`src/lpc_fmt_pkg.sv`:
```
`default_nettype none

package lpc_fmt_pkg;

  // Predictor order
  localparam int ORDER = 10;

  // Autocorrelation sample width
  localparam int SAMPLE_W = 16;

  // Coefficient format Q2.13
  localparam int COEF_FRAC = 13;
  localparam int COEF_ONE  = 8192;

  // Correlation sums and quotients
  localparam int ACC_W = 40;

  // Autocorrelation value, also the error energy
  typedef logic signed [SAMPLE_W-1:0] sample_t;

  // Coefficient, Q2.13
  typedef logic signed [15:0] coef_t;

  typedef logic signed [ACC_W-1:0] acc_t;

  // Index 0 is lag 0
  typedef sample_t [ORDER:0] autocorr_vec_t;

  // Index 0 is a0
  typedef coef_t [ORDER:0] coef_vec_t;

endpackage

`default_nettype wire

```
`src/lpc_seq_pkg.sv`:
```
`default_nettype none

package lpc_seq_pkg;

  // One quotient bit per step
  localparam int DIV_STEPS = lpc_fmt_pkg::ACC_W;

  typedef logic [3:0] stage_t;

  typedef enum logic [2:0] {
    ST_IDLE, ST_DOT, ST_DIV, ST_KCHK, ST_UPD, ST_EUPD
  } ctrl_state_t;

  typedef struct packed {
    lpc_fmt_pkg::acc_t    dividend;
    lpc_fmt_pkg::sample_t divisor;
  } div_req_t;

  typedef struct packed {
    lpc_fmt_pkg::acc_t quotient;
    logic              div_zero;
  } div_rsp_t;

  typedef struct packed {
    lpc_fmt_pkg::coef_t k;
    stage_t             stage;
  } upd_req_t;

endpackage

`default_nettype wire

```
`src/levinson_ctrl.sv`:
```
`timescale 1ns/10ps
`default_nettype none

module levinson_ctrl (
  input  logic                       clk,
  input  logic                       rst,
  input  logic                       start,
  input  lpc_fmt_pkg::autocorr_vec_t autocorr,
  output logic                       capture,
  output logic                       init,
  output logic                       dot_start,
  output lpc_seq_pkg::stage_t        stage,
  input  logic                       dot_valid,
  input  lpc_fmt_pkg::acc_t          dot_sum,
  output logic                       div_start,
  output lpc_seq_pkg::div_req_t      div_req,
  input  logic                       div_done,
  input  lpc_seq_pkg::div_rsp_t      div_rsp,
  output logic                       upd_start,
  output lpc_seq_pkg::upd_req_t      upd_req,
  input  logic                       upd_done,
  output logic                       busy,
  output logic                       done,
  output logic                       unstable
);
  import lpc_fmt_pkg::*;
  import lpc_seq_pkg::*;

  ctrl_state_t                  state;
  sample_t                      e_q;
  sample_t                      e_nxt;
  acc_t                         q_q;
  logic                         dz_q;
  logic                         accept;
  logic                         k_bad;
  logic signed [2*SAMPLE_W-1:0] kk;
  logic signed [2*SAMPLE_W-1:0] ke;

  assign accept  = start && !busy;
  assign capture = accept;
  assign init    = accept;

  // Reflection outside (-1, 1) or no divisor
  assign k_bad = dz_q || (q_q >= acc_t'(COEF_ONE)) || (q_q <= -acc_t'(COEF_ONE));

  // E - ((k^2 * E) scaled back to sample format)
  assign kk    = (upd_req.k * upd_req.k) >>> COEF_FRAC;
  assign ke    = (kk * e_q) >>> COEF_FRAC;
  assign e_nxt = e_q - sample_t'(ke);

  always_ff @(posedge clk) begin
    if (rst) begin
      state     <= ST_IDLE;
      stage     <= '0;
      busy      <= 1'b0;
      done      <= 1'b0;
      unstable  <= 1'b0;
      dot_start <= 1'b0;
      div_start <= 1'b0;
      upd_start <= 1'b0;
    end else begin
      done      <= 1'b0;
      dot_start <= 1'b0;
      div_start <= 1'b0;
      upd_start <= 1'b0;
      if (done)
        busy <= 1'b0;
      case (state)
        ST_IDLE: if (accept) begin
          busy     <= 1'b1;
          unstable <= 1'b0;
          stage    <= stage_t'(1);
          if (sample_t'(autocorr[0]) <= 0) begin   // Degenerate input
            done     <= 1'b1;
            unstable <= 1'b1;
          end else begin
            dot_start <= 1'b1;
            state     <= ST_DOT;
          end
        end
        ST_DOT: if (dot_valid) begin
          div_start <= 1'b1;
          state     <= ST_DIV;
        end
        ST_DIV: if (div_done)
          state <= ST_KCHK;
        ST_KCHK: if (k_bad) begin
          done     <= 1'b1;
          unstable <= 1'b1;
          state    <= ST_IDLE;
        end else begin
          upd_start <= 1'b1;
          state     <= ST_UPD;
        end
        ST_UPD: if (upd_done)
          state <= ST_EUPD;
        ST_EUPD: if (stage == ORDER) begin
          done  <= 1'b1;
          state <= ST_IDLE;
        end else if (e_nxt <= 0) begin
          done     <= 1'b1;
          unstable <= 1'b1;
          state    <= ST_IDLE;
        end else begin
          stage     <= stage + 1'b1;
          dot_start <= 1'b1;
          state     <= ST_DOT;
        end
        default: state <= ST_IDLE;
      endcase
    end
  end

  // Datapath registers follow the state
  always_ff @(posedge clk) begin
    case (state)
      ST_IDLE: if (accept) e_q <= autocorr[0];
      ST_DOT: if (dot_valid) begin
        div_req.dividend <= -dot_sum;
        div_req.divisor  <= e_q;
      end
      ST_DIV: if (div_done) begin
        q_q  <= div_rsp.quotient;
        dz_q <= div_rsp.div_zero;
      end
      ST_KCHK: begin
        upd_req.k     <= coef_t'(q_q);   // Range already checked
        upd_req.stage <= stage;
      end
      ST_EUPD: e_q <= e_nxt;
      default: ;
    endcase
  end

  a_one_unit: assert property (@(posedge clk) disable iff (rst)
    $onehot0({dot_start, div_start, upd_start}));

  a_stage_max: assert property (@(posedge clk) disable iff (rst)
    busy |-> stage <= ORDER);

endmodule

`default_nettype wire

```
`config.mk`:
```
export PLATFORM = sky130hd
export DESIGN_NAME = levinson_ctrl
export DESIGN_NICKNAME = d
export VERILOG_FILES = /design/src/lpc_fmt_pkg.sv /design/src/lpc_seq_pkg.sv /design/src/levinson_ctrl.sv
export SDC_FILE = /design/constraint.sdc
export NUM_CORES = 1
export LEC_CHECK = 0
export BUFFER_PORTS_ARGS = -buffer_cell sky130_fd_sc_hd__buf_2
export CAP_MARGIN = 20
export CORE_UTILIZATION = 47
export CTS_CLUSTER_SIZE = 16
export DETAILED_ROUTE_END_ITERATION = 8
export GPL_TIMING_DRIVEN = 0
export HOLD_SLACK_MARGIN = 0.02
export MAX_ROUTING_LAYER = met4
export PLACE_DENSITY = 0.69
export RECOVER_POWER = 25
export SYNTH_ARGS = -nofsm -noshare
export SYNTH_HDL_FRONTEND = slang
export SYNTH_SLANG_ARGS = --single-unit
```
`constraint.sdc`:
```
create_clock -name clk -period 14.88 [get_ports clk]
set_clock_uncertainty 0.1 [all_clocks]
set_input_delay 0.744 -clock clk [delete_from_list [all_inputs] [get_ports clk]]
set_output_delay 0.744 -clock clk [all_outputs]
set_load 0.01 [all_outputs]
```
After elaboration in Yosys (flattened, before gate mapping)
Cells that the tools add are included.
{"block": "word_totals", "regBits": 146, "input_bits": 263, "output_inout_bits": 88, "word_cells": 92}
{"block": "op_classes", "n_addsub": 3, "mul": 2, "order_cmp": 4, "eq_ne": 15, "muxes": 36, "bitwise": 2, "reduce_logical": 15}
{"operator": "$ge A40 B15 Y1 const B", "n": 1}
{"operator": "$le A40 B14 Y1 const B", "n": 1}
{"operator": "$neg A40 Y40", "n": 1}
{"operator": "$le A16 B1 Y1 const B", "n": 2}
{"operator": "$mul A16 B16 Y32", "n": 1}
{"operator": "$pmux W16 S2", "n": 1}
{"operator": "$mul A19 B16 Y29", "n": 1}
{"operator": "$mux W1", "n": 20}
{"operator": "$mux W3", "n": 6}
{"operator": "$ne A2 B2 Y1 const B", "n": 9}
{"operator": "$pmux W3 S6", "n": 1}
{"operator": "$mux W16", "n": 1}
{"operator": "$sub A16 B16 Y16", "n": 1}
{"operator": "$mux W4", "n": 3}
{"operator": "$reduce_and A5 Y1", "n": 2}
{"operator": "$pmux W4 S2", "n": 1}
{"operator": "$eq A3 B2 Y1 const B", "n": 2}
{"operator": "$eq A3 B3 Y1 const B", "n": 2}
{"operator": "$pmux W1 S3", "n": 2}
{"operator": "$reduce_and A2 Y1", "n": 3}
{"operator": "$add A4 B1 Y4 const B", "n": 1}
{"operator": "$eq A4 B4 Y1 const B", "n": 1}
{"operator": "$reduce_and A4 Y1", "n": 1}
{"operator": "$reduce_or A2 Y1", "n": 2}
{"operator": "other kinds (9)", "n": 11}

Logic depth before layout (Yosys ltp)
{"block": "logic_depth", "ltp_word": 7, "ltp_mapped": 62, "depth_no_buf": 61}

Least setup slack after synthesis
Ideal clock, no wire load.
{"block": "synth_timing", "path_kind": "reg-to-reg", "from": "reg upd_req[12] (netlist name)", "to": "reg stage[0]", "setup_time_ps": 131, "arrival_time_ps": 13775, "required_time_ps": 14649, "slack_ps": 874, "stages_incl_launch_ff": 60, "path_buffers": 2, "period_less_slack_ps": 14006, "path_cell_list": "edfxtp_1 -> clkbuf_1 -> nand2_1 -> inv_1 -> fa_1 -> inv_1 -> fa_1 -> inv_1 -> fa_1 -> inv_1 -> fa_1 -> inv_1 -> fa_1 -> inv_1 -> fa_1 -> inv_1 -> ha_1 -> nand4_1 -> (+24 left out) -> a21oi_1 -> a21boi_1 -> o21a_1 -> or2_2 -> ha_1 -> a21o_1 -> a21oi_1 -> inv_1 -> or3_1 -> a31oi_1 -> o31ai_1 -> nor2_1 -> xor2_1 -> nor4bb_1 -> nor2_1 -> a21oi_2 -> or3_1 -> a21oi_2"}
{"block": "synth_via", "elab_chain_len": 6}
{"element": "start: declaration", "line_no": "levinson_ctrl.sv:20", "text": "output lpc_seq_pkg::upd_req_t upd_req,"}
{"element": "$mul A16 B16 Y32", "line_no": "levinson_ctrl.sv:47", "text": "assign kk = (upd_req.k * upd_req.k) >>> COEF_FRAC;"}
{"element": "$mul A19 B16 Y29", "line_no": "levinson_ctrl.sv:48", "text": "assign ke = (kk * e_q) >>> COEF_FRAC;"}
{"element": "$sub A16 B16 Y16", "line_no": "levinson_ctrl.sv:49", "text": "assign e_nxt = e_q - sample_t'(ke);"}
{"element": "$le A16 B1 Y1", "line_no": "levinson_ctrl.sv:100", "text": "end else if (e_nxt <= 0) begin"}
{"element": "$ne A2 B2 Y1 (no line)"}
{"element": "$reduce_and A4 Y1 (no line)"}
{"element": "end signal: assignment", "line_no": "levinson_ctrl.sv:72", "text": "stage <= stage_t'(1);"}
{"element": "end signal: assignment", "line_no": "levinson_ctrl.sv:105", "text": "stage <= stage + 1'b1;"}
{"element": "end: declaration", "line_no": "levinson_ctrl.sv:12", "text": "output lpc_seq_pkg::stage_t stage,"}
Every way passes these cells.
A chain may end at the register's enable or synchronous reset.

Final worst setup path
{"block": "layout_timing", "from": "reg upd_req[14] (netlist name)", "to": "reg stage[0]"}
The elaborated chain is that of the path after synthesis.

==> summary.md <==
| Metric | Value |
|---|---|
| Total CTS buffers | 17 |
| Reg2Reg Depth | 54 |
| Layout cells sized above 1 | 0.163 |
| Achievable frequency | 68.9 MHz |
| Routability cong. | just under 1 |
| Post-Syn Nets | ~3.3k |
| Yosys cell types | 69 |
| Die W | between 200 and 250 um |
| DP HPWL | approximately 51000 um |
| Commonest cells post-synth | inv_1 (524), fa_1 (490), nand2_1 (295) |
| Wire per inst | about 18 um |
| IO Count | 351 |
| CP arrival | between 10 and 15 ns |
| Largest net degree at the start of global routing | 42 |
| Vias per Instance | about 5.3 |
| Final period util | 0.976 |
| CP max stage delay | a little under 0.6 ns |
| Outcome | completed |
| # Max-Cap Violations | 0 |
| Total Neg Setup Slack | 0 ns |
| Slew Viols, Final | 0 |
| Req. time, crit path | 15.11 ns |
| Area Overhead vs Synth | 15.5% |
| Vias in the first global route | between 15k and 20k |
| CTS HTree Levels | 4 |
| Crit. End Element | flip-flop |
| Final setup fails | 0 |
| TritonCTS clock tree | done |
| Final wirelength | 61900 um |
| First-pass GRT wire length | 103000 um |
| Clk root buf | clkbuf_16 |
| Top cells by area, synth | fa_1 (41%), edfxtp_1 (17%), ha_1 (9.3%) |
| R2r setup slk | 0.36 ns |
| Most frequent cell after synthesis | inv_1 |
| Avg Cell Area, Syn | roughly 10 um2 |
| Antenna diodes | 0 |
| Cell area after synthesis | 23900 um2 |
| Cells on Worst Hold Path | 1 |
| Worst Path Buf+Inv | 7 |
| Asr flop ratio synth | 0 |
| Worst Tran Pin Value | roughly 1.0 ns |
| Iteration-0 DRC count of the detailed router | ~1.0k |
| Input/output buffers | 190 |
| Die footprint | about 52000 um2 |
| Starting Density | 0.477 |
| Yosys top cell area share | 0.410 |
| Clock tree buffer depth | 2 |
| Clk slew on worst S/H paths | ~0.08 ns |
| Final ANT Viol Nets | 0 |
| Cell taking the most area after synthesis | fa_1 |
| Fin nets | approximately 3.6k |
| Cell family with most CP delay | adder cells |
| Slowest stage cell, crit path | fa_1 |
| Worst-Skew Late Latency | around 0.48 ns |
| YS warnings | 0 |
| Via count | 17.6k |
| Max_slew headroom | 0.304 |
| Row cnt | roughly 80 |
| WS Path Type | flip-flop to flip-flop |
| Final Hold Viols | 0 |
| Post-synth EDFFs | 133 |
| Post-route DRC | 0 |
| Crit path top cell by count | fa_1 |
| Die Y | 228 um |
| Minimum clock period | between 10 and 15 ns |
| Initial antenna violation count | 3 |
| Core area | approximately 50000 um2 |
| Worst hold path class | input port to flip-flop |
| GR Util All Layers | 0.268 |
| Synthesized netlist cell count | around 2.4k |
| FF+latch count, synth | between 100 and 150 |
| Most used DFF post-synth | edfxtp_1 |
| Post-CTS Hold Buffers | 0 |
| Worst path depth | 54 |
| 1st-pass router iterations | 7 |
| Register area share after synthesis | 0.178 |
| Gr ovfl total | 0 |
| CP Max Fanout | 10 |
| Clock sinks | approximately 150 |
| Setup crit start kind | flip-flop |
==> final cells by class <==
cell class | instances | area (um2)
well taps | 672 | 841
plain buffers | 70 | 398
fillers | 4356 | 22500
multi-input cells | 1626 | 18000
repair buffers | 275 | 1590
inverters | 525 | 1980
clock inverters | 15 | 178
clock buffers | 17 | 425
flip-flops and latches | 146 | 4250
==> layout by cell type, fill, tap and decap left out, drive strengths merged, types with 7 or more instances in the layout <==
cell type  instances
fa               490
a21oi             51
dfxtp             13
o21ai             39
nand2b            25
and3               8
inv              532
nand2            295
ha               178
nor3              22
nor4              20
nor2b             12
nand4             22
xnor2             76
o21a               9
clkbuf            72
xor2              31
nor2              88
buf              290
and2             138
a31oi              7
or3               19
nand3             13
a21o              18
edfxtp           133
==> kinds of logic after synthesis <==
kind of cell	share of synthesized area
compound gates	0.0462
xor+xnor	0.0411
fa+ha+maj	0.504
buf+inv	0.0940
flops	0.178
mux	0.00141
simple gates	0.136
==> final timing paths <==
check                   start        end
setup / recovery  upd_req[14]   stage[0]
hold / removal     div_rsp[2]     q_q[1]
setup reg to reg  upd_req[14]   stage[0]
hold reg to reg          dz_q  upd_start
==> layer usage <==
layer,global-route usage,wire length (um),up-vias
met5,-,0,-
met4,0.0853,1870,0
met3,0.0489,4610,123
met2,0.444,30700,662
met1,0.332,24700,8991
li1,-,-,7863
==> through the flow <==
stage                     hold slack [ns]  area [um2]  worst slack [ns]   util  cells
final                               0.339       27600             0.358  0.551   3346
after global routing                0.331       27600           -0.0918  0.551   3346
after CTS                           0.322       26800           0.00705  0.535   3297
after detailed placement            0.340       25800             -2.03  0.514   3240
after global placement              0.333       25700             -1.96  0.512   3231
after floorplan                     0.321       23900             0.874      -   2369
==> state kept, by name, indices dropped and copies added, names as in the netlist <==
| signal | flops |
|---|---|
| busy | 1 |
| div_req | 56 |
| div_start | 1 |
| done | 1 |
| dot_start | 1 |
| dz_q | 1 |
| e_q | 16 |
| q_q | 40 |
| stage | 4 |
| state | 3 |
| unstable | 1 |
| upd_req | 20 |
| upd_start | 1 |
==> timing repair <==
action,4_1_cts,5_1_grt
setup endpoints to repair,19,12
pin swaps,12,59
buffers inserted,25,51
gates resized for setup,70,140
Power is not shown: default switching activity piles up to over one toggle a cycle in this logic, so the estimate is an artifact.
