## src/lpc_fmt_pkg.sv

```systemverilog
`default_nettype none

package lpc_fmt_pkg;

  // Predictor order
  localparam int ORDER = 10;

  // Autocorrelation sample width
  localparam int SAMPLE_W = 16;

  // Coefficient format Q2.13
  localparam int COEF_FRAC = 13;
  localparam int COEF_ONE  = 8192;

  // Correlation sums and quotients
  localparam int ACC_W = 40;

  // Autocorrelation value, also the error energy
  typedef logic signed [SAMPLE_W-1:0] sample_t;

  // Coefficient, Q2.13
  typedef logic signed [15:0] coef_t;

  typedef logic signed [ACC_W-1:0] acc_t;

  // Index 0 is lag 0
  typedef sample_t [ORDER:0] autocorr_vec_t;

  // Index 0 is a0
  typedef coef_t [ORDER:0] coef_vec_t;

endpackage

`default_nettype wire

```

## src/lpc_seq_pkg.sv

```systemverilog
`default_nettype none

package lpc_seq_pkg;

  // One quotient bit per step
  localparam int DIV_STEPS = lpc_fmt_pkg::ACC_W;

  typedef logic [3:0] stage_t;

  typedef enum logic [2:0] {
    ST_IDLE, ST_DOT, ST_DIV, ST_KCHK, ST_UPD, ST_EUPD
  } ctrl_state_t;

  typedef struct packed {
    lpc_fmt_pkg::acc_t    dividend;
    lpc_fmt_pkg::sample_t divisor;
  } div_req_t;

  typedef struct packed {
    lpc_fmt_pkg::acc_t quotient;
    logic              div_zero;
  } div_rsp_t;

  typedef struct packed {
    lpc_fmt_pkg::coef_t k;
    stage_t             stage;
  } upd_req_t;

endpackage

`default_nettype wire

```

## src/corr_dot.sv

```systemverilog
`timescale 1ns/10ps
`default_nettype none

module corr_dot (
  input  logic                       clk,
  input  logic                       rst,
  input  logic                       capture,
  input  lpc_fmt_pkg::autocorr_vec_t autocorr,
  input  lpc_fmt_pkg::coef_vec_t     coefs,
  input  logic                       dot_start,
  input  lpc_seq_pkg::stage_t        stage,
  output logic                       dot_valid,
  output lpc_fmt_pkg::acc_t          dot_sum
);
  import lpc_fmt_pkg::*;
  import lpc_seq_pkg::*;

  autocorr_vec_t                            r_q;
  stage_t                                   stg_q;
  stage_t                                   j_q;
  stage_t                                   lag;
  logic                                     active;
  acc_t                                     acc_q;
  logic signed [$bits(coef_t)+SAMPLE_W-1:0] prod;

  assign lag  = stg_q - j_q;
  assign prod = coef_t'(coefs[j_q]) * sample_t'(r_q[lag]);   // a[j] * R[i-j], no shift

  always_ff @(posedge clk) begin
    if (capture)
      r_q <= autocorr;
  end

  always_ff @(posedge clk) begin
    if (rst) begin
      active    <= 1'b0;
      dot_valid <= 1'b0;
      stg_q     <= '0;
      j_q       <= '0;
    end else begin
      dot_valid <= 1'b0;
      if (dot_start) begin
        active <= 1'b1;
        stg_q  <= stage;
        j_q    <= '0;
      end else if (active) begin
        j_q <= j_q + 1'b1;
        if (j_q + 1'b1 == stg_q) begin   // Last term j = i-1
          active    <= 1'b0;
          dot_valid <= 1'b1;
        end
      end
    end
  end

  always_ff @(posedge clk) begin
    if (dot_start)
      acc_q <= '0;
    else if (active)
      acc_q <= acc_q + acc_t'(prod);
  end

  assign dot_sum = acc_q;

  a_no_restart: assert property (@(posedge clk) disable iff (rst)
    dot_start |-> !active);

endmodule

`default_nettype wire

```

## config.mk

```make
export PLATFORM = sky130hd
export DESIGN_NAME = corr_dot
export DESIGN_NICKNAME = d
export VERILOG_FILES = /design/src/lpc_fmt_pkg.sv /design/src/lpc_seq_pkg.sv /design/src/corr_dot.sv
export SDC_FILE = /design/constraint.sdc
export NUM_CORES = 1
export LEC_CHECK = 0
export BUFFER_PORTS_ARGS = -buffer_cell sky130_fd_sc_hd__buf_4
export CORE_MARGIN = 2
export CORE_UTILIZATION = 50
export DETAILED_ROUTE_END_ITERATION = 12
export GPL_ROUTABILITY_DRIVEN = 0
export PLACE_DENSITY = 0.76
export SYNTH_ARGS = -nofsm -noshare
export SYNTH_HDL_FRONTEND = slang
export SYNTH_SLANG_ARGS = --single-unit
```

## constraint.sdc

```tcl
create_clock -name clk -period 8.5 [get_ports clk]
set_clock_uncertainty 0.05 [all_clocks]
set_input_delay 0 -clock clk [delete_from_list [all_inputs] [get_ports clk]]
set_output_delay 0 -clock clk [all_outputs]
set_load 0.05 [all_outputs]
```

# After elaboration in Yosys (flattened, before gate mapping)
# Cells that the tools add are included.
[classes] addsub=3 muxes=8 multipliers=1 reduce_logical=2 n_eq_ne=1 n_bitwise=1 n_lt_le_gt_ge=2
[op_table] cell="16-bit binary-select mux with 4-bit select" n=2
[op_table] cell="40-bit by 32-bit adder with 40-bit output" n=1
[op_table] cell="16-bit by 16-bit multiplier with 32-bit output" n=1
[op_table] cell="16-bit 2-to-1 mux" n=2
[op_table] cell="4-bit by 5-bit < comparator with 1-bit output, second input constant" n=2
[op_table] cell="4-bit by 1-bit adder with 4-bit output, second input constant" n=1
[op_table] cell="4-bit == test" n=1
[op_table] cell="1-bit 2-to-1 mux" n=4
[op_table] cell="4-bit subtractor" n=1
[op_table] cell="3-bit OR reduction" n=1
[op_table] cell="2-bit OR reduction" n=1
[op_table] cell="1-bit inverter" n=1
[word_totals] in_bits=360 out_inout_bits=41 regBits=226 wordCells=34

# Logic depth before layout (Yosys ltp)
# Gate-level depths: netlist (run 1).
[depth] word_depth=5 mapped_depth=39

# Worst setup path after synthesis (run 1)
# OpenSTA, ideal clock, no wires.
[synth_timing] path_type="reg2reg" from="register j_q[1]" to="register acc_q[39], in the netlist dot_sum[39]" setup_slack_ps=-84 required_ps=8328 n_path_buf=5 path_stages_with_launch=32 synth_period_minus_slack_ps=8584 arrival_time_ps=8412 setup_time_ps=122 path_cell_list="dfxtp_1 -> buf_2 -> buf_2 -> buf_2 -> inv_1 -> fa_1 -> buf_2 -> buf_1 -> mux4_2 -> mux2i_1 -> mux2i_2 -> nand2_1 -> inv_1 -> fa_1 -> fa_1 -> inv_1 -> fa_1 -> fa_1 -> inv_1 -> fa_1 -> inv_1 -> fa_1 -> inv_1 -> ha_1 -> a211o_1 -> a21oi_1 -> and2_2 -> nand2_1 -> o21ai_0 -> a31oi_2 -> a41o_1 -> a311o_1"
[synth_between] elab_chain_cells=5
[synth_lines] element="start: declaration" line_no="corr_dot.sv:20" text="stage_t j_q;"
[synth_lines] element="start signal: assignment" line_no="corr_dot.sv:47" text="j_q <= j_q + 1'b1;"
[synth_lines] element="4-bit subtractor" line_no="corr_dot.sv:26" text="assign lag = stg_q - j_q;"
[synth_lines] element="16-bit binary-select mux with 4-bit select" line_no="corr_dot.sv:27" text="assign prod = coef_t'(coefs[j_q]) * sample_t'(r_q[lag]);"
[synth_lines] element="16-bit 2-to-1 mux (not written as such)" line_no="corr_dot.sv:27"
[synth_lines] element="16-bit by 16-bit multiplier with 32-bit output *" line_no="corr_dot.sv:27"
[synth_lines] element="40-bit by 32-bit adder with 40-bit output *" line_no="corr_dot.sv:60" text="acc_q <= acc_q + acc_t'(prod);"
[synth_lines] element="end signal: assignment" line_no="corr_dot.sv:60"
[synth_lines] element="end: declaration" line_no="corr_dot.sv:23" text="acc_t acc_q;"
# Mark *: on every way between the ends. The rest lies on a longest branch, timed or not. The select of a mux whose other input is x is not followed.
# A chain may end at the register's enable or synchronous reset.

# Final worst setup path (run 1)
[layout_timing] from="register stg_q[0]" to="register acc_q[39], in the netlist dot_sum[39]"
[layout_between] elab_chain_cells=5
[layout_lines] element="start: declaration" line_no="corr_dot.sv:19" text="stage_t stg_q;"
[layout_lines] element="start signal: assignment" line_no="corr_dot.sv:44" text="stg_q <= stage;"
[layout_lines] element="4-bit subtractor" line_no="corr_dot.sv:26"
[layout_lines] element="16-bit binary-select mux with 4-bit select" line_no="corr_dot.sv:27"
[layout_lines] element="16-bit 2-to-1 mux (not written as such)" line_no="corr_dot.sv:27"
[layout_lines] element="16-bit by 16-bit multiplier with 32-bit output" line_no="corr_dot.sv:27"
[layout_lines] element="40-bit by 32-bit adder with 40-bit output" line_no="corr_dot.sv:60"
# Every way passes these cells. The select of a mux whose other input is x is not followed.

==> results by stage, run 1 <==
Synthesis:
- For this run, the register share of the synthesized area comes to 0.282.
- Synthesis inferred between 200 and 250 register bits.
- The cell area that synthesis handed to floorplanning was ~22,000 sq um.
- The number of distinct library cells after synthesis is 76.
- In this run, synthesis inferred about 180 flip-flops with an integrated enable.
- In this run the mean area of a mapped cell was about 11 sq um.
- The number of nets handed over by synthesis was ~2.8k.
- The flip-flop cell with the highest count after synthesis is sky130_fd_sc_hd__edfxtp_1.
- After synthesis, the share of flip-flops with an asynchronous set or reset is 0.
- Counting every instance in the synthesized netlist gives 2,015.
- The total of warnings raised by yosys is 0.

CTS:
- The cell at the root of the clock tree is sky130_fd_sc_hd__clkbuf_16.
- The clock transition at the registers of the reported paths is about 60 ps.
- The clock net in this run drives a total of ~230 sinks.
- The maximum buffer depth of the clock tree is 3.
- The CTS tree is yes.
- The latest clock arrival within the worst-skew pair is between 500 and 600 ps.
- The number of clock buffers added by TritonCTS is 25.
- The H-tree depth reported by CTS is 1.

Layout:
- In the final layout, the share of cells above drive strength 1 is 0.253.
- The layout overhead on the synthesized area is 31.6%.
- The summed area of non-filler cells in the final layout is roughly 29,000 sq um.
- The net total in the final layout is roughly 3.4k.

Global routing:
- The first-pass GRT wire length is 109,000 um.
- The number of global-route vias before repair is ~20k.
- For this run the aggregate overflow at the end of global routing stands at 0.
- The largest net degree at the start of global routing is 93.
- The total routing usage reported by global routing is 0.310.
- The number of antenna violations at the first check in global routing is 4.

Worst setup path:
- The largest individual stage delay along the critical path comes from the cell sky130_fd_sc_hd__fa_2.
- The critical path arrival is 8640 ps.
- The number of buffer and inverter instances along the worst setup path is 13.
- The origin of the worst setup path is stg_q[0].
- The maximum fanout count along the critical path is 9.
- The nature of the critical path startpoint is a register.
- The stage delay of the slowest cell on the critical path is around 660 ps.
- The type of the worst setup path is reg2reg.
- The endpoint kind of the worst setup timing path is a register.
- Data on the critical path is required at its endpoint by slightly below 9000 ps.
- The worst register-to-register path begins at stg_q[0].
- Among cell families on the critical path, the largest total delay comes from adder cells.

STA:
- The count of pins over their slew limit is 0.
- The final-report setup violation count is 0.
- For the pin with the worst max-slew slack, the measured transition is ~1200 ps.
- Setup repair after global routing could not meet its margin everywhere.
- Hold is met by just under 100 ps.
- The max-slew headroom at the worst pin is 0.223.
- The final hold violation count is 0.
- The share of the cycle needed by the critical path after routing is 0.972.
- Subtracting the final worst setup slack from the clock period gives a little over 8000 ps.
- The highest achievable clock rate is 0.121 GHz.

Floorplan:
- The core region is 44,100 sq um.
- The overall die width is about 220 um.
- The die covers 46,400 sq um.
- The number of standard-cell rows in the floorplan is slightly below 80.
- The floorplan step set the die height to between 200 and 250 um.
- The initial utilization of the core area, before any placement, comes to 0.506.
- Pin placement for this block handled around 400 I/O pins.

Detailed routing:
- Wires add up to 71,000 um.
- The average wire length per cell after detail routing is around 22 um.
- Once detail routing completed, the nets flagged for antenna violations numbered 0.
- The iteration-0 DRC count of the detailed router is 1,507.
- After detailed routing, the number of remaining DRC violations is 0.
- The first-pass iteration count of the detailed router is 6.
- The detailed-route via count is 17.9k.
- The via-per-instance ratio is approximately 5.5.

Placement:
- The HPWL after detailed placement is 51,900 um.
- The count of buffers from port buffering is 400.
- After detailed placement, the total cell area comes to ~26,000 sq um.

Hold path:
- The min-delay analysis places its worst path in the category in2reg.
- The worst hold path begins at autocorr[23].

Flow run:
- The number of violations of the max-capacitance limit is 0.

Status:
- The flow ran to the end, and the final reports show no timing, DRC or antenna violations.
==> cell usage in the layout, fill, tap and decap left out, types with 21 or more instances in the layout <==
master / synthesis / layout
sky130_fd_sc_hd__dlygate4sd3_1: 0 / 190
sky130_fd_sc_hd__o21ai_1: 20 / 21
sky130_fd_sc_hd__ha_1: 118 / 110
sky130_fd_sc_hd__and2_1: 22 / 22
sky130_fd_sc_hd__edfxtp_1: 176 / 176
sky130_fd_sc_hd__mux4_2: 64 / 64
sky130_fd_sc_hd__buf_4: 5 / 462
sky130_fd_sc_hd__mux2i_1: 62 / 60
sky130_fd_sc_hd__clkbuf_16: 0 / 25
sky130_fd_sc_hd__a21oi_1: 49 / 44
sky130_fd_sc_hd__fa_1: 332 / 327
sky130_fd_sc_hd__inv_1: 406 / 404
sky130_fd_sc_hd__nand2_1: 194 / 192
sky130_fd_sc_hd__dfxtp_1: 50 / 47
sky130_fd_sc_hd__nor2_1: 173 / 171
sky130_fd_sc_hd__xnor2_1: 23 / 22
==> worst paths after layout <==
path            endpoint  depth (start not counted)  slack [ps]
max          dot_sum[39]                         36         240
min reg2reg  dot_sum[22]                          2         460
max reg2reg  dot_sum[39]                         36         240
min              r_q[23]                          2         100
==> state kept, by name, indices dropped and copies added, names as in the netlist <==
name / flops
dot_sum: 40
j_q: 4
r_q: 176
active: 1
dot_valid: 1
stg_q: 4
==> per-layer routing <==
metal  vias to the layer above  routed length, um  track usage
li1                       7791                  -            -
met2                       983              35300        0.538
met4                         0               3900        0.146
met3                       225               6330       0.0665
met5                         -                  0            0
met1                      8894              25500        0.369
==> area by class of cell <==
type	count	area, sq um
Antenna cell	6	15.0
Clock buffer	26	629
Clock inverter	19	151
Fill cell	3234	14700
Inverter	410	1540
Multi-Input combinational cell	1302	14300
Sequential cell	226	6290
Tap cell	592	741
Timing Repair Buffer	674	5670
==> worst register-to-register path: cells and delay by family, from the launching register on <==
family / cells / cell delay, ps
muxes: 1 / 310
DFF: 1 / 320
AOI/OAI and AO/OA: 6 / 1440
adders and majority gates: 9 / 3850
buffers and inverters: 13 / 1420
and+or+nand+nor: 7 / 760
==> timing repair <==
item                       4_1_cts  5_1_grt
setup buffers                    0       20
setup endpoints to repair        0       19
hold endpoints to repair       296        0
hold buffers                   190        0
gates resized for setup          0       57
==> cells by family (layout without fill, tap and decap cells) <==
kind of cell / Yosys count / count (layout) / synth area share
adder cells (fa/ha/maj): 450 / 450 / 0.364
multiplexers: 148 / 148 / 0.104
AND/OR/NAND/NOR: 459 / 459 / 0.0871
other: 0 / 6 / 0
AO/OA/AOI/OAI: 205 / 205 / 0.0620
flip-flops: 226 / 226 / 0.282
buffers and inverters: 487 / 1129 / 0.0857
XOR/XNOR: 40 / 40 / 0.0160
==> stage by stage <==
step / instances / utilization / setup slack (ps) / setup TNS [ps]
floorplan: 2015 / - / 49.8 / 0
global placement: 2994 / 0.595 / 307 / 0
detailed placement: 2994 / 0.595 / 171 / 0
CTS: 3229 / 0.656 / 120 / 0
global route: 3254 / 0.666 / -57.0 / -141
finish: 3255 / 0.666 / 242 / 0
==> cell usage after synthesis, types with 8 or more instances <==
master,count,area [sq um]
sky130_fd_sc_hd__nand2b_1,9,56.3
sky130_fd_sc_hd__xnor2_1,23,201
sky130_fd_sc_hd__ha_1,118,1480
sky130_fd_sc_hd__xor2_1,16,140
sky130_fd_sc_hd__nand3_1,16,80.1
sky130_fd_sc_hd__nor2_1,173,649
sky130_fd_sc_hd__dfxtp_1,50,1000
sky130_fd_sc_hd__buf_2,40,200
sky130_fd_sc_hd__fa_1,332,6650
sky130_fd_sc_hd__mux4_2,64,1440
sky130_fd_sc_hd__nand2_1,194,728
sky130_fd_sc_hd__edfxtp_1,176,5290
sky130_fd_sc_hd__o22ai_1,15,93.8
sky130_fd_sc_hd__a211oi_1,9,67.6
sky130_fd_sc_hd__nor3_1,9,45.0
sky130_fd_sc_hd__clkbuf_1,22,82.6
sky130_fd_sc_hd__mux2_2,19,214
sky130_fd_sc_hd__inv_1,406,1520
sky130_fd_sc_hd__o21ai_0,21,105
sky130_fd_sc_hd__mux2i_1,62,621
sky130_fd_sc_hd__a21o_1,15,113
sky130_fd_sc_hd__and2_1,22,138
sky130_fd_sc_hd__o21ai_1,20,100
sky130_fd_sc_hd__buf_1,8,30.0
sky130_fd_sc_hd__a21oi_1,49,245
sky130_fd_sc_hd__a22oi_1,13,97.6
Power of run 1 is not shown: default switching activity piles up to over one toggle a cycle in this logic, so the estimate is an artifact.
==> inputs of run 2 (changes only) <==
--- a/config.mk
+++ b/config.mk
@@ -10,7 +10,7 @@
 export CORE_UTILIZATION = 50
 export DETAILED_ROUTE_END_ITERATION = 12
 export GPL_ROUTABILITY_DRIVEN = 0
-export PLACE_DENSITY = 0.76
+export PLACE_DENSITY = 0.73
 export SYNTH_ARGS = -nofsm -noshare
 export SYNTH_HDL_FRONTEND = slang
 export SYNTH_SLANG_ARGS = --single-unit
==> constraint.sdc (replaced) <==
create_clock -name clk -period 8.1 [get_ports clk]
set_clock_uncertainty 0.05 [all_clocks]
set_input_delay 0 -clock clk [delete_from_list [all_inputs] [get_ports clk]]
set_output_delay 0 -clock clk [all_outputs]
set_load 0.05 [all_outputs]
==> run 2 against run 1 <==
Effect of this change:
- the run now ends with negative setup slack left
- global-route usage fell by 0.31 points
- fmax rose by 1.8%
- via count rose by 3.2%
- non-clock buffer count rose by 103
- die area did not move
- critical path depth fell by 5
- final cell count rose by 3.0%
- worst setup slack got worse by 250 ps
- critical path type unchanged
- critical endpoint is now dot_sum[34]
- highest routed layer is now met5
==> results by stage, run 2 (synthesis results as in run 1) <==
Worst setup path:
- The required time reported for the critical path endpoint is 8510 ps (was 8880 ps).
- The type of the worst setup path is reg2reg (unchanged).
- The maximum fanout count along the critical path is 7 (was 9).
- The nature of the critical path startpoint is a register (unchanged).
- The cell at the slowest stage of the critical path is sky130_fd_sc_hd__fa_2 (unchanged).
- The stage delay of the slowest cell on the critical path is 690 ps (was 660 ps).
- The critical path arrival is 8520 ps (was 8640 ps).
- The endpoint kind of the worst setup timing path is a register (unchanged).
- The critical path's most frequent cell is sky130_fd_sc_hd__fa_1.

CTS:
- The number of buffers inserted during clock tree synthesis came to 25 (unchanged).
- The clock transition at the registers of the reported paths is 70 ps (was 60 ps).
- The maximum buffer depth of the clock tree was 3 (unchanged).
- The latest clock arrival within the worst-skew pair is 570 ps (about the same).
- The clock sink total came to 226 (unchanged).
- The cell at the root of the clock tree is sky130_fd_sc_hd__clkbuf_16 (unchanged).
- The CTS tree is yes (unchanged).
- The H-tree depth reported by CTS came to 1 (unchanged).

Layout:
- The number of flip-flops in the largest register is 176 (unchanged).
- The fraction of final layout cells sized beyond drive strength 1 is 0.305 (was 0.253).
- The net total in the final layout is 3,552 (was 3,449).
- The most flop-heavy register is r_q (unchanged).
- The most common cell after layout, fill and taps aside was sky130_fd_sc_hd__buf_4 (unchanged).
- The layout overhead on the synthesized area is 37.6% (was 31.6%).
- Leading cell types in the layout, fill and taps excluded: 549 x sky130_fd_sc_hd__buf_4, 394 x sky130_fd_sc_hd__inv_1, 317 x sky130_fd_sc_hd__fa_1 (was 462 x sky130_fd_sc_hd__buf_4, 404 x sky130_fd_sc_hd__inv_1, 327 x sky130_fd_sc_hd__fa_1).

STA:
- The worst path setup slack after routing is -11.8 ps (was 242 ps).
- The final-report setup violation count is 1 (was 0).
- The clock period minus final worst setup slack is 8110 ps (was 8260 ps).
- The worst hold margin is 99.5 ps (was 96.2 ps).
- The final hold violation count is 0 (unchanged).
- The count of pins over their slew limit was 0 (unchanged).
- The max-slew headroom at the worst pin was 0.236 (was 0.223).
- The highest achievable clock rate is 0.123 GHz (was 0.121 GHz).
- The transition time at the pin with the least slew margin is 1150 ps (was 1170 ps).
- Setup repair after global routing missed its margin: yes (unchanged).
- The share of the cycle needed by the critical path after routing is 1.00 (was 0.972).

Placement:
- The HPWL after detailed placement came to 51,700 um (was 51,900 um).
- The count of buffers from port buffering is 400 (unchanged).

Global routing:
- The global routing usage on met2 came to 0.550 (was 0.538).
- The routing usage on met1 is 0.360 (was 0.369).
- The largest net degree at the start of global routing is 94 (was 93).
- The layer with the highest usage after global routing is met2 (unchanged).
- The first-pass GRT wire length came to 109,000 um (about the same).
- The total congestion overflow came to 0 (unchanged).
- The number of antenna violations at the first check in global routing came to 3 (was 4).
- The total routing usage reported by global routing is 0.307 (was 0.310).
- The number of global-route vias before repair came to 20.1k (was 19.5k).
- The global routing usage on met3 is 0.0580 (was 0.0665).

Hold path:
- The classification of the worst-slack hold path is in2reg (unchanged).

Detailed routing:
- The total routed wirelength is 73,500 um (was 71,000 um).
- The first-pass iteration count of the detailed router came to 5 (was 6).
- The average wire length per cell after detail routing is 21.9 um (was 21.8 um).
- The via-per-instance ratio is 5.51 (was 5.50).
- The final antenna-violating net count is 0 (unchanged).
- The total DRC errors in the routed layout is 0 (unchanged).
- The detailed-route via count is 18.5k (was 17.9k).
- The iteration-0 DRC count of the detailed router is 1,574 (was 1,507).

Floorplan:
- The number of standard-cell rows in the floorplan was 77 (unchanged).
- The overall die width came to 215 um (unchanged).
- The top-level I/O count is 401 (unchanged).
- The initial core utilization is 0.506 (unchanged).
- The die area was 46,400 sq um (unchanged).
- The core footprint is 44,100 sq um (unchanged).
- The chip height is 215 um (unchanged).

Status:
- Run status: finished with violations (was finished clean).
- The final reports fail on negative setup slack.

Flow run:
- The number of violations of the max-capacitance limit came to 0 (unchanged).
-- run 2: cell count changes in the layout (fill, tap and decap cells not counted), moves of 8 or more --
cell | before | now
sky130_fd_sc_hd__buf_6 | 13 | 21
sky130_fd_sc_hd__buf_4 | 462 | 549
sky130_fd_sc_hd__fa_2 | 5 | 15
sky130_fd_sc_hd__inv_1 | 404 | 394
sky130_fd_sc_hd__fa_1 | 327 | 317
sky130_fd_sc_hd__buf_12 | 6 | 16
sky130_fd_sc_hd__inv_2 | 6 | 14
-- run 2: through the flow --
step           std cells  setup TNS (ps)  utilization  setup WS, ps  cell area, sq um
2_1_floorplan       2015               0            -          9.50             22400
3_3_place_gp        3056               0        0.608           147             26800
3_5_place_dp        3056           -10.4        0.608         -10.4             26800
4_1_cts             3283               0        0.669          22.7             29500
5_1_grt             3352            -867        0.696          -217             30700
6_report            3352           -11.8        0.696         -11.8             30700
-- run 2: area by class of cell --
| class | instances | area (sq um) |
|---|---|---|
| inverter | 410 | 1540 |
| tap | 592 | 741 |
| multi-input combinational | 1302 | 14700 |
| antenna | 2 | 5.00 |
| clock buffer | 27 | 633 |
| timing repair buffer | 777 | 6630 |
| clock inverter | 16 | 205 |
| fill | 3104 | 13400 |
| sequential | 226 | 6290 |
-- run 2: path summary, 6_finish.rpt --
path | startpoint | to | slack [ps] | cells past startpoint
min reg2reg | stg_q[0] | stg_q[0] | 460 | 2
max reg2reg | j_q[0] | dot_sum[34] | -10 | 31
min | autocorr[30] | r_q[30] | 100 | 2
max | j_q[0] | dot_sum[34] | -10 | 31
-- run 2: timing repair --
action / CTS / global route
cloned: 0 / 4
buffers inserted: 0 / 63
endpoints found under the hold margin: 296 / 0
pin swaps: 0 / 63
hold buffers: 184 / 0
endpoints found under the setup margin: 2 / 24
resized for setup: 3 / 145
-- run 2: critical path: cells and delay by family (launching register included) --
family	cells	cell delay [ps]
DFF	1	370
adders and majority gates	9	4250
AOI/OAI and AO/OA	7	1460
muxes	3	670
and+or+nand+nor	2	220
buffers and inverters	10	990
-- run 2: layer usage --
layer  part of all wire  vias up
met4              0.050        2
met1               0.35     9232
met5             0.0013        -
met3              0.082      226
li1                   -     7992
met2               0.52     1014
Power of run 2 is left out for the same reason.
==> inputs of run 3 (changes only) <==
--- a/config.mk
+++ b/config.mk
@@ -10,7 +10,7 @@
 export CORE_UTILIZATION = 50
 export DETAILED_ROUTE_END_ITERATION = 12
 export GPL_ROUTABILITY_DRIVEN = 0
-export PLACE_DENSITY = 0.73
+export PLACE_DENSITY = 0.76
 export SYNTH_ARGS = -nofsm -noshare
 export SYNTH_HDL_FRONTEND = slang
 export SYNTH_SLANG_ARGS = --single-unit
==> constraint.sdc (replaced) <==
create_clock -name clk -period 7.4 [get_ports clk]
set_clock_uncertainty 0.05 [all_clocks]
set_input_delay 0 -clock clk [delete_from_list [all_inputs] [get_ports clk]]
set_output_delay 0 -clock clk [all_outputs]
set_load 0.05 [all_outputs]
==> run 3 against run 2 <==
Effect of this change:
- the flow still finishes with violations (negative setup slack)
- hold slack lost 6.9 ps
- non-clock buffer count up 159
- global-route usage grew 2.6 points
- via count rose by 5.4%
- largest cell class unchanged
- critical path depth stayed put
- highest routed layer unchanged
- worst setup slack worse by 560 ps
- core utilization increased by 4.1 points
- die area unchanged
==> results by stage, run 3 (synthesis results as in run 1) <==
Detailed routing:
- The final antenna-violating net count is 0 (unchanged).
- The detailed-route via count is 19.5k (was 18.5k).
- The first-pass iteration count of the detailed router came to 8 (was 5).
- The average wire length per cell after detail routing is 22.3 um (was 21.9 um).
- The iteration-0 DRC count of the detailed router is 1,541 (was 1,574).
- The total DRC errors in the routed layout came to 0 (unchanged).
- The via-per-instance ratio came to 5.52 (was 5.51).
- The total routed wirelength is 78,500 um (was 73,500 um).

Placement:
- The count of buffers from port buffering is 400 (unchanged).
- The HPWL after detailed placement came to 55,500 um (was 51,700 um).

Layout:
- Leading cell types in the layout, fill and taps excluded: 695 x sky130_fd_sc_hd__buf_4, 369 x sky130_fd_sc_hd__inv_1, 307 x sky130_fd_sc_hd__fa_1 (was 549 x sky130_fd_sc_hd__buf_4, 394 x sky130_fd_sc_hd__inv_1, 317 x sky130_fd_sc_hd__fa_1).
- The storage element area is 6290 sq um (about the same).
- The footprint of the multi-input gates is 15,300 sq um (was 14,700 sq um).
- The number of fill cells in the layout came to 2,761 (was 3,104).
- The number of flip-flops in the largest register came to 176 (unchanged).
- The most flop-heavy register is r_q (unchanged).
- The net total in the final layout is 3,713 (was 3,552).
- The most common cell after layout, fill and taps aside is sky130_fd_sc_hd__buf_4 (unchanged).
- The fraction of final layout cells sized beyond drive strength 1 came to 0.381 (was 0.305).
- The layout overhead on the synthesized area came to 45.8% (was 37.6%).

STA:
- The clock period minus final worst setup slack was 7980 ps (was 8110 ps).
- Setup repair after global routing missed its margin: yes (unchanged).
- The max-slew headroom at the worst pin is 0.290 (was 0.236).
- The worst path setup slack after routing was -576 ps (was -11.8 ps).
- The share of the cycle needed by the critical path after routing was 1.08 (was 1.00).
- The worst hold margin is 92.7 ps (was 99.5 ps).
- The final-report setup violation count is 23 (was 1).
- The count of pins over their slew limit is 0 (unchanged).
- The final hold violation count is 0 (unchanged).
- The transition time at the pin with the least slew margin is 1060 ps (was 1150 ps).
- The highest achievable clock rate is 0.125 GHz (was 0.123 GHz).

Floorplan:
- The overall die width is 215 um (unchanged).
- The chip height came to 215 um (unchanged).
- The number of standard-cell rows in the floorplan was 77 (unchanged).
- The die area came to 46,400 sq um (unchanged).
- The top-level I/O count is 401 (unchanged).
- The initial core utilization is 0.506 (unchanged).
- The core footprint was 44,100 sq um (unchanged).

Worst setup path:
- The endpoint kind of the worst setup timing path is a register (unchanged).
- The critical path's most frequent cell was sky130_fd_sc_hd__inv_2 (was sky130_fd_sc_hd__fa_1).
- The maximum fanout count along the critical path came to 8 (was 7).
- The required time reported for the critical path endpoint is 7800 ps (was 8510 ps).
- The critical path arrival is 8380 ps (was 8520 ps).
- The type of the worst setup path was reg2reg (unchanged).
- The nature of the critical path startpoint is a register (unchanged).
- The number of buffer and inverter instances along the worst setup path is 7 (was 10).
- The cell at the slowest stage of the critical path is sky130_fd_sc_hd__fa_2 (unchanged).
- The gate family responsible for the most delay along the worst path is adder cells (unchanged).
- The stage delay of the slowest cell on the critical path is 670 ps (was 690 ps).

Global routing:
- The number of antenna violations at the first check in global routing is 11 (was 3).
- The first-pass GRT wire length came to 117,000 um (was 109,000 um).
- The total routing usage reported by global routing is 0.333 (was 0.307).
- The number of global-route vias before repair is 21.5k (was 20.1k).
- The total congestion overflow is 0 (unchanged).
- The largest net degree at the start of global routing is 93 (was 94).

CTS:
- The maximum buffer depth of the clock tree is 3 (unchanged).
- The latest clock arrival within the worst-skew pair is 580 ps (was 570 ps).
- The cell at the root of the clock tree is sky130_fd_sc_hd__clkbuf_16 (unchanged).
- The clock sink total was 226 (unchanged).
- The H-tree depth reported by CTS is 1 (unchanged).
- The CTS tree is yes (unchanged).
- The clock transition at the registers of the reported paths is 70 ps (about the same).
- The number of buffers inserted during clock tree synthesis is 26 (was 25).

Flow run:
- The number of violations of the max-capacitance limit is 0 (unchanged).

Hold path:
- The classification of the worst-slack hold path is in2reg (unchanged).

Status:
- Violated checks: negative setup slack (unchanged).
- Run status: finished with violations (unchanged).
## run 3: changes by cell type in the layout (fill, tap and decap cells not counted), sizes merged
cell,delta
diode,+8
inv,+1
o21ai,+1
clkbuf,+4
dlygate4sd3,+2
buf,+158
clkinvlp,-2
clkinv,+4
bufinv,-4
## run 3: area by class of cell
cell class,count,area share
clock buffers,32,0.0207
flip-flops and latches,226,0.193
repair buffers,936,0.242
diodes,10,0.000769
clock inverters,15,0.00392
inverters,410,0.0474
well taps,592,0.0227
multi-input cells,1303,0.469
## run 3: layer usage
layer	GRT usage	vias to the layer above	part of all wire
met5	0	-	0.00029
met4	0.190	4	0.064
met3	0.0770	301	0.089
met2	0.582	1167	0.51
met1	0.373	9658	0.34
li1	-	8338	-
## run 3: what timing repair did
item                                    in CTS  in global routing
cloned                                       3                  1
resized for setup                          150                104
hold buffers                               186                  0
setup buffers                               53                 27
hold endpoints to repair                   304                  0
endpoints found under the setup margin      25                 28
pin swaps                                   96                 95
## run 3: worst paths after layout
kind         slack [ps]  cells after the start          from           to
min reg2reg         480                      2   dot_sum[22]  dot_sum[22]
min                  90                      2  autocorr[28]      r_q[28]
max reg2reg        -580                     31        j_q[0]  dot_sum[39]
max                -580                     31        j_q[0]  dot_sum[39]
## run 3: stage by stage
stage	instances	setup TNS (ps)	setup slack, ps	utilization	cell area, sq um
2_1_floorplan	2015	-624	-294	-	22800
3_3_place_gp	3202	-5300	-416	0.641	28300
3_5_place_dp	3202	-8880	-624	0.641	28300
4_1_cts	3490	-5630	-379	0.725	32000
5_1_grt	3522	-14950	-829	0.738	32600
6_report	3524	-8330	-576	0.738	32600
Power of run 3 is left out for the same reason.
